--- config.mk ---
export PLATFORM = sky130hd
export DESIGN_NAME = cnn_quad_top
export DESIGN_NICKNAME = d
export VERILOG_FILES = /design/src/hdl/cnn_quad_pkg.sv /design/src/hdl/lane_ctrl_if.sv /design/src/hdl/cnn_job_ctrl.sv /design/src/hdl/prefetch_fifo.sv /design/src/hdl/cnn_lane_engine.sv /design/src/hdl/cnn_quad_top.sv
export SDC_FILE = /design/constraint.sdc
export NUM_CORES = 1
export LEC_CHECK = 0
export BUFFER_PORTS_ARGS = -buffer_cell sky130_fd_sc_hd__buf_2
export CAP_MARGIN = 20
export CELL_PAD_IN_SITES_DETAIL_PLACEMENT = 1
export CELL_PAD_IN_SITES_GLOBAL_PLACEMENT = 1
export CORE_UTILIZATION = 35
export CTS_BUF_LIST = sky130_fd_sc_hd__clkbuf_4
export DETAILED_ROUTE_END_ITERATION = 12
export PLACE_DENSITY = 0.64
export SLEW_MARGIN = 20
export SYNTH_ARGS = -nofsm -noshare
export SYNTH_HDL_FRONTEND = slang
export SYNTH_SLANG_ARGS = --single-unit
--- constraint.sdc ---
create_clock -name clk_core -period 7.8 [get_ports clk_core]
set_input_delay 0.78 -clock clk_core [delete_from_list [all_inputs] [get_ports clk_core]]
set_output_delay 0.78 -clock clk_core [all_outputs]
set_load 0.005 [all_outputs]
--- src/hdl/cnn_quad_pkg.sv ---
`default_nettype none

package cnn_quad_pkg;

    ////////////////////////////////////////
    // Widths and lane count
    ////////////////////////////////////////
    localparam int NUM_LANES       = 4;
    localparam int PIXEL_WIDTH     = 8;
    localparam int WEIGHT_WIDTH    = 8;
    localparam int RESULT_WIDTH    = 16;
    localparam int ROW_COUNT_WIDTH = 8;

    ////////////////////////////////////////
    // Lane data types
    ////////////////////////////////////////
    typedef logic signed [PIXEL_WIDTH-1:0]  pixel_t;
    typedef logic signed [WEIGHT_WIDTH-1:0] weight_t;
    typedef logic signed [RESULT_WIDTH-1:0] result_t;

    typedef pixel_t  [NUM_LANES-1:0] pixel_word_t;
    typedef weight_t [NUM_LANES-1:0] weight_word_t;
    typedef result_t [NUM_LANES-1:0] result_word_t;

    // Job descriptor as seen on job_parameters
    typedef struct packed {
        logic [ROW_COUNT_WIDTH-1:0] row_count;
        logic                       relu_en;
        logic [6:0]                 reserved;
    } job_params_t;

    // Prefetch buffer entry
    typedef struct packed {
        logic        last;
        pixel_word_t data;
    } pixel_beat_t;

endpackage

`default_nettype wire

--- src/hdl/lane_ctrl_if.sv ---
`timescale 1ns/1ps
`default_nettype none

interface lane_ctrl_if;

    // Job state from the controller
    logic job_active;
    logic relu_en;

    // Status back from the lane engine
    logic weights_loaded;
    logic job_done;

    modport ctrl (
        output job_active,
        output relu_en,
        input  weights_loaded,
        input  job_done
    );

    modport engine (
        input  job_active,
        input  relu_en,
        output weights_loaded,
        output job_done
    );

endinterface

`default_nettype wire

--- src/hdl/cnn_job_ctrl.sv ---
`timescale 1ns/1ps
`default_nettype none

module cnn_job_ctrl
    import cnn_quad_pkg::*;
(
    input  logic        clk_core,
    input  logic        rst,
    input  logic        job_start,
    output logic        job_accept,
    input  job_params_t job_parameters,
    output logic        job_fetch_request,
    input  logic        job_fetch_ack,
    output logic        job_complete,
    input  logic        job_complete_ack,
    input  logic        pixel_valid,
    output logic        pixel_ready,
    input  pixel_word_t pixel_data,
    output logic        fifo_wr_en,
    output pixel_beat_t fifo_din,
    input  logic        fifo_full,
    lane_ctrl_if.ctrl   ctrl
);

    typedef enum logic [2:0] {
        ST_IDLE,
        ST_REQUEST,
        ST_FETCH,
        ST_WAIT_DONE,
        ST_COMPLETE
    } state_t;

    state_t                     state;
    job_params_t                params_q;
    logic [ROW_COUNT_WIDTH-1:0] row_cnt;
    logic                       last_row;
    logic                       pixel_take;

    ////////////////////////////////////////
    // Pixel intake into the prefetch buffer
    ////////////////////////////////////////
    assign pixel_ready = (state == ST_FETCH) && !fifo_full;
    assign pixel_take  = pixel_valid && pixel_ready;
    assign last_row    = (row_cnt == ROW_COUNT_WIDTH'(params_q.row_count - 1'b1));

    assign fifo_wr_en = pixel_take;
    assign fifo_din   = '{last: last_row, data: pixel_data};

    // Engine sees the job as active from accept until complete is acked
    assign ctrl.job_active = (state != ST_IDLE);
    assign ctrl.relu_en    = params_q.relu_en;

    ////////////////////////////////////////
    // Job FSM
    ////////////////////////////////////////
    always_ff @(posedge clk_core) begin
        if (rst) begin
            state             <= ST_IDLE;
            params_q          <= '0;
            row_cnt           <= '0;
            job_accept        <= 1'b0;
            job_fetch_request <= 1'b0;
            job_complete      <= 1'b0;
        end else begin
            job_accept <= 1'b0;
            case (state)
                ST_IDLE: begin
                    if (job_start && ctrl.weights_loaded) begin
                        job_accept <= 1'b1;
                        params_q   <= job_parameters;
                        row_cnt    <= '0;
                        // Empty job skips the fetch phase
                        if (job_parameters.row_count == '0) begin
                            state <= ST_COMPLETE;
                        end else begin
                            state <= ST_REQUEST;
                        end
                    end
                end
                ST_REQUEST: begin
                    if (!job_fetch_request) begin
                        job_fetch_request <= 1'b1;
                    end else if (job_fetch_ack) begin
                        job_fetch_request <= 1'b0;
                        state             <= ST_FETCH;
                    end
                end
                ST_FETCH: begin
                    if (pixel_take) begin
                        row_cnt <= row_cnt + 1'b1;
                        if (last_row) begin
                            state <= ST_WAIT_DONE;
                        end else begin
                            // Next request goes up right after the take
                            job_fetch_request <= 1'b1;
                            state             <= ST_REQUEST;
                        end
                    end
                end
                ST_WAIT_DONE: begin
                    if (ctrl.job_done) begin
                        job_complete <= 1'b1;
                        state        <= ST_COMPLETE;
                    end
                end
                ST_COMPLETE: begin
                    if (!job_complete) begin
                        job_complete <= 1'b1;
                    end else if (job_complete_ack) begin
                        job_complete <= 1'b0;
                        state        <= ST_IDLE;
                    end
                end
                default: state <= ST_IDLE;
            endcase
        end
    end

endmodule

`default_nettype wire

--- src/hdl/prefetch_fifo.sv ---
`timescale 1ns/1ps
`default_nettype none

module prefetch_fifo #(
    parameter type T     = logic,
    parameter int  DEPTH = 8
) (
    input  logic clk_core,
    input  logic rst,
    input  logic wr_en,
    input  T     din,
    output logic full,
    input  logic rd_en,
    output T     dout,
    output logic empty
);

    localparam int AW = $clog2(DEPTH);

    T             mem [DEPTH];
    logic [AW:0]  wr_ptr;
    logic [AW:0]  rd_ptr;
    logic         do_write;
    logic         do_read;

    // Extra pointer bit tells full from empty
    assign empty = (wr_ptr == rd_ptr);
    assign full  = (wr_ptr[AW] != rd_ptr[AW]) && (wr_ptr[AW-1:0] == rd_ptr[AW-1:0]);

    assign do_write = wr_en && !full;
    assign do_read  = rd_en && !empty;

    // Head entry shown directly
    assign dout = mem[rd_ptr[AW-1:0]];

    ////////////////////////////////////////
    // Storage
    ////////////////////////////////////////
    always_ff @(posedge clk_core) begin
        if (do_write) begin
            mem[wr_ptr[AW-1:0]] <= din;
        end
    end

    ////////////////////////////////////////
    // Pointers
    ////////////////////////////////////////
    always_ff @(posedge clk_core) begin
        if (rst) begin
            wr_ptr <= '0;
            rd_ptr <= '0;
        end else begin
            if (do_write) begin
                wr_ptr <= wr_ptr + 1'b1;
            end
            if (do_read) begin
                rd_ptr <= rd_ptr + 1'b1;
            end
        end
    end

endmodule

`default_nettype wire

--- src/hdl/cnn_lane_engine.sv ---
`timescale 1ns/1ps
`default_nettype none

module cnn_lane_engine
    import cnn_quad_pkg::*;
(
    input  logic         clk_core,
    input  logic         rst,
    input  logic         weight_valid,
    output logic         weight_ready,
    input  weight_word_t weight_data,
    output logic         fifo_rd_en,
    input  pixel_beat_t  fifo_dout,
    input  logic         fifo_empty,
    output logic         result_valid,
    input  logic         result_accept,
    output result_word_t result_data,
    lane_ctrl_if.engine  eng
);

    weight_word_t weights_q;
    logic         weights_loaded_q;
    logic         weight_load;
    pixel_word_t  relu_px;
    result_word_t prod;
    logic         result_last;

    ////////////////////////////////////////
    // Weight register
    ////////////////////////////////////////
    // Weights only change between jobs
    assign weight_ready = weight_valid && !eng.job_active;
    assign weight_load  = weight_valid && weight_ready;

    assign eng.weights_loaded = weights_loaded_q;

    always_ff @(posedge clk_core) begin
        if (weight_load) begin
            weights_q <= weight_data;
        end
    end

    always_ff @(posedge clk_core) begin
        if (rst) begin
            weights_loaded_q <= 1'b0;
        end else if (weight_load) begin
            weights_loaded_q <= 1'b1;
        end
    end

    ////////////////////////////////////////
    // ReLU and lane multiplies
    ////////////////////////////////////////
    always_comb begin
        for (int i = 0; i < NUM_LANES; i++) begin
            // Negative pixel clamps to zero
            if (eng.relu_en && fifo_dout.data[i][PIXEL_WIDTH-1]) begin
                relu_px[i] = '0;
            end else begin
                relu_px[i] = fifo_dout.data[i];
            end
            prod[i] = result_t'(relu_px[i]) * result_t'(weights_q[i]);
        end
    end

    ////////////////////////////////////////
    // Result register
    ////////////////////////////////////////
    // Pop when the output slot is free or draining this cycle
    assign fifo_rd_en = !fifo_empty && (!result_valid || result_accept);

    always_ff @(posedge clk_core) begin
        if (rst) begin
            result_valid <= 1'b0;
        end else if (fifo_rd_en) begin
            result_valid <= 1'b1;
        end else if (result_accept) begin
            result_valid <= 1'b0;
        end
    end

    always_ff @(posedge clk_core) begin
        if (fifo_rd_en) begin
            result_data <= prod;
            result_last <= fifo_dout.last;
        end
    end

    // Final row leaving the quad ends the job
    assign eng.job_done = result_valid && result_accept && result_last;

endmodule

`default_nettype wire

--- src/hdl/cnn_quad_top.sv ---
`timescale 1ns/1ps
`default_nettype none

module cnn_quad_top
    import cnn_quad_pkg::*;
#(
    parameter int FIFO_DEPTH = 8
) (
    input  logic                              clk_core,
    input  logic                              rst,
    input  logic                              job_start,
    output logic                              job_accept,
    input  logic [$bits(job_params_t)-1:0]    job_parameters,
    output logic                              job_fetch_request,
    input  logic                              job_fetch_ack,
    output logic                              job_complete,
    input  logic                              job_complete_ack,
    input  logic                              pixel_valid,
    output logic                              pixel_ready,
    input  logic [$bits(pixel_word_t)-1:0]    pixel_data,
    input  logic                              weight_valid,
    output logic                              weight_ready,
    input  logic [$bits(weight_word_t)-1:0]   weight_data,
    output logic                              result_valid,
    input  logic                              result_accept,
    output logic [$bits(result_word_t)-1:0]   result_data
);

    logic        fifo_wr_en;
    pixel_beat_t fifo_din;
    logic        fifo_full;
    logic        fifo_rd_en;
    pixel_beat_t fifo_dout;
    logic        fifo_empty;

    lane_ctrl_if lane_ctrl ();

    ////////////////////////////////////////
    // Producer, buffer, consumer
    ////////////////////////////////////////
    cnn_job_ctrl u_job_ctrl (
        .clk_core          (clk_core),
        .rst               (rst),
        .job_start         (job_start),
        .job_accept        (job_accept),
        .job_parameters    (job_parameters),
        .job_fetch_request (job_fetch_request),
        .job_fetch_ack     (job_fetch_ack),
        .job_complete      (job_complete),
        .job_complete_ack  (job_complete_ack),
        .pixel_valid       (pixel_valid),
        .pixel_ready       (pixel_ready),
        .pixel_data        (pixel_data),
        .fifo_wr_en        (fifo_wr_en),
        .fifo_din          (fifo_din),
        .fifo_full         (fifo_full),
        .ctrl              (lane_ctrl.ctrl)
    );

    prefetch_fifo #(
        .T     (pixel_beat_t),
        .DEPTH (FIFO_DEPTH)
    ) u_prefetch_fifo (
        .clk_core (clk_core),
        .rst      (rst),
        .wr_en    (fifo_wr_en),
        .din      (fifo_din),
        .full     (fifo_full),
        .rd_en    (fifo_rd_en),
        .dout     (fifo_dout),
        .empty    (fifo_empty)
    );

    cnn_lane_engine u_lane_engine (
        .clk_core      (clk_core),
        .rst           (rst),
        .weight_valid  (weight_valid),
        .weight_ready  (weight_ready),
        .weight_data   (weight_data),
        .fifo_rd_en    (fifo_rd_en),
        .fifo_dout     (fifo_dout),
        .fifo_empty    (fifo_empty),
        .result_valid  (result_valid),
        .result_accept (result_accept),
        .result_data   (result_data),
        .eng           (lane_ctrl.engine)
    );

endmodule

`default_nettype wire

==> impl_summary.md <==
Cells and area
The final layout contains 2523 nets. The fraction of layout instances using a drive strength above 1 is 20.6%. In the final layout, the multi-input gates occupy 12100 um^2. The sequential cell area is 11600 um^2. Leaving out fill and tap cells, the most frequent cells in the layout are sky130_fd_sc_hd__edfxtp_1 (361), sky130_fd_sc_hd__inv_1 (310), sky130_fd_sc_hd__fa_1 (221), sky130_fd_sc_hd__nor2b_1 (164), sky130_fd_sc_hd__clkbuf_4 (156). The commonest non-fill, non-tap cell in the layout is sky130_fd_sc_hd__edfxtp_1.

Compared with the post-synthesis result, the final layout area differs by 13.7%. Measured on the finished design, the core utilization comes to 40.4%. Counting the fill cells in the layout gives 7485.

Global routing
The most crowded layer after global routing is met2. The via count of the first global-routing pass is 16700. For this run, global-route usage on met3 was measured as 4.16%. Entering global routing, the biggest net connects 70 pins. Global routing consumed, over all layers together, 15.8% of the routing resources. In the global route stage, met2 resource usage came out at 27.2%. Global routing consumed, on the met1 layer, 19.0% of the routing resources. The total congestion overflow is 0. The global-route wire length before repair is 88400 um. The number of antenna violations at the first check in global routing is 16.

Min path
The hold-critical path depth is 1. In this run the worst hold path is classified as input pin to flip-flop.

Setup path
STA puts the critical path data arrival time at 7.17 ns. Of all nets on the critical path, the largest fanout is 30. The required time at the endpoint of the critical path is 8.43 ns. The worst register-to-register path has a depth of 18. The worst setup path is of the flip-flop to flip-flop kind. The kind of start point of the critical path is a flip-flop. The worst setup path is captured at a flip-flop.

Routing
The count of antenna-violating nets left after detailed routing is 0. The via count normalized by instance count is 4.73. After detailed routing, the average wire length per cell comes to 17.5 um.

Wires add up to 54800 um. For this run, design rule violations remaining after detail routing come to 0. The first TritonRoute pass finished after 4 iterations.

The count of vias placed by the detailed router is 14800. For this block, the initial DRC count from the detailed router was 560.

STA
The hold violation total from the final report is 0. The final count of negative-setup-slack endpoints is 0. The slew at the pin closest to its max-slew limit is 1.05 ns. The final critical delay including setup and external delays is 6.54 ns. In this run the tightest slew margin relative to its limit is 29.7%. The final count of pins violating max slew came to 0. Adding up every negative setup slack in the final design gives 0 ns. Between clock sinks in the finished design, the worst skew comes to 0.0652 ns. Setup repair after global routing left no endpoint under its margin. Dividing the final minimum period by the clock period gives 83.8%.

Derived from the worst setup path, the maximum achievable clock frequency is 153 MHz.

Floorplanning
From bottom edge to top edge, the die measures 269 um. From left edge to right edge, the die measures 269 um. The number of I/O pins is 158. The die covers 72300 um^2. The core region is 70300 um^2. Once the floorplan was initialized, standard cells occupied 35.5% of the core. The initialized floorplan defines 97 standard-cell rows.

Clock tree
After clock tree synthesis, the clock-pin slew on the worst setup and hold paths is 0.07 ns. Counting the buffers created by CTS gives 110. The CTS H-tree depth is 3. The clock network latency to the later pin of the worst-skew pair is 0.89 ns. The number of clock sinks seen by CTS is 397. TritonCTS built the clock tree. The post-cts sizing count is 0.

The clock tree buffer depth is 3. The cell at the root of the clock tree is sky130_fd_sc_hd__clkbuf_4.

Logic synthesis
The count of distinct cell types in the synthesized netlist is 58. Of all flip-flops after synthesis, the portion carrying an async set or reset was 0%. Counting flops with a built-in enable in the synthesized netlist gives 361. Counting flops and latches in the post-synthesis netlist gives 397. The cell area that synthesis handed to floorplanning was 24900 um^2. After technology mapping, the gate count stands at 1848. The number of warning messages in the yosys log is 0.

For this run, the leading register cell type out of synthesis is sky130_fd_sc_hd__edfxtp_1. The synthesized net count is 2276. The per-instance average area after synthesis is 13.5 um^2.

The register area share after synthesis is 46.4%.

Placed design
Detailed placement finished with a half-perimeter wire length of 38700 um. The congestion estimate from routability-driven global placement came to 0.794. Port buffering added 150 buffers.

Flow run
Max-cap violations in this run came to 0.

Outcome
The run finished with clean final reports.
==> path summary, 6_finish.rpt <==
check / startpoint / to / slack (ns)
max: flip-flop / u_lane_engine.result_data[46] / 1.26
min: weight_data[8] / u_lane_engine.weights_q[8] / 0.11
max reg2reg: flip-flop / u_lane_engine.result_data[46] / 1.26
min reg2reg: u_job_ctrl.params_q[9] / u_job_ctrl.params_q[9] / 0.49
==> cells by family (layout without fill, tap and decap cells) <==
family | count (synthesis) | after routing | synth area share (%)
and+or+nand+nor | 453 | 453 | 10.2
other | 0 | 4 | 0
xor gates and xnor gates | 90 | 90 | 3.16
adders and majority gates | 340 | 340 | 23.7
buffers and inverters | 348 | 676 | 5.53
AOI/OAI and AO/OA | 148 | 148 | 4.79
muxes | 72 | 72 | 6.24
DFF | 397 | 397 | 46.4
==> sequential cells by signal (all words and copies together), names as in the netlist, 3 cells and up, named ones only <==
signal	count
u_prefetch_fifo.mem	264
u_prefetch_fifo.rd_ptr	4
u_prefetch_fifo.wr_ptr	4
u_job_ctrl.row_cnt	8
u_lane_engine.weights_q	32
u_job_ctrl.params_q	8
u_lane_engine.result_data	64
u_job_ctrl.state	3
==> cells in the mapped netlist, drive strengths merged, types with 9 or more instances <==
library cell	count	area, um^2
dfxtp	36	721
nor3	10	55.1
nor2b	165	1030
a31oi	24	307
xor2	25	219
and2	47	297
inv	310	1160
buf	23	159
ha	119	1490
nor3b	24	200
clkbuf	15	56.3
o21ai	26	134
xnor2	65	569
mux4	66	1490
nand2	78	293
fa	221	4420
nand3	11	55.1
a21oi	45	225
nor2	52	195
a21o	9	67.6
nand2b	44	275
edfxtp	361	10800
o21bai	12	90.1
==> stage by stage <==
step,setup slack (ns),hold WS (ns),instances,cell area [um^2]
2_1_floorplan,2.34,0.448,1848,24900
3_3_place_gp,1.26,0.470,2917,26900
3_5_place_dp,1.21,0.480,2917,26900
4_1_cts,1.19,0.000247,3116,28400
5_1_grt,0.787,-0.00392,3120,28400
6_report,1.26,0.110,3120,28400
==> worst max-delay path, cell delays in order, from the launching register on <==
cell	delay (ns)
sky130_fd_sc_hd__dfxtp_4	0.75
sky130_fd_sc_hd__mux4_2	0.60
sky130_fd_sc_hd__nand2_1	0.44
sky130_fd_sc_hd__a31oi_1	0.42
sky130_fd_sc_hd__nand2b_1	0.31
sky130_fd_sc_hd__fa_1	0.48
sky130_fd_sc_hd__fa_1	0.49
sky130_fd_sc_hd__inv_1	0.06
sky130_fd_sc_hd__fa_1	0.47
sky130_fd_sc_hd__inv_1	0.05
sky130_fd_sc_hd__fa_1	0.47
sky130_fd_sc_hd__inv_1	0.04
sky130_fd_sc_hd__ha_1	0.31
sky130_fd_sc_hd__inv_1	0.08
sky130_fd_sc_hd__o21ai_0	0.14
sky130_fd_sc_hd__a2111oi_0	0.69
sky130_fd_sc_hd__o21bai_1	0.18
sky130_fd_sc_hd__a21oi_1	0.20
sky130_fd_sc_hd__xnor2_1	0.08
==> final cells by class <==
type | count | area share [%]
Sequential cell | 397 | 40.8
Tap cell | 940 | 4.15
Antenna cell | 4 | 0.0353
Multi-Input combinational cell | 1103 | 42.5
Timing Repair Buffer | 173 | 3.35
Clock buffer | 156 | 4.13
Clock inverter | 37 | 0.940
Inverter | 310 | 4.10
==> routing by layer <==
layer  wire length [um]  up-vias
li1                   -     6838
met1              23400     7554
met2              27100      264
met3               2750       97
met4               1370       16
met5                115        -
==> repair_timing <==
| item | in CTS | in global routing |
|---|---|---|
| setup endpoints to repair | 0 | 0 |
| hold endpoints to repair | 6 | 0 |
| hold buffers | 6 | 0 |
| setup buffers | 0 | 0 |
Power is left out: the tool's default activity adds up to more than one toggle a clock period on the data nets, which glitch-free logic cannot reach.
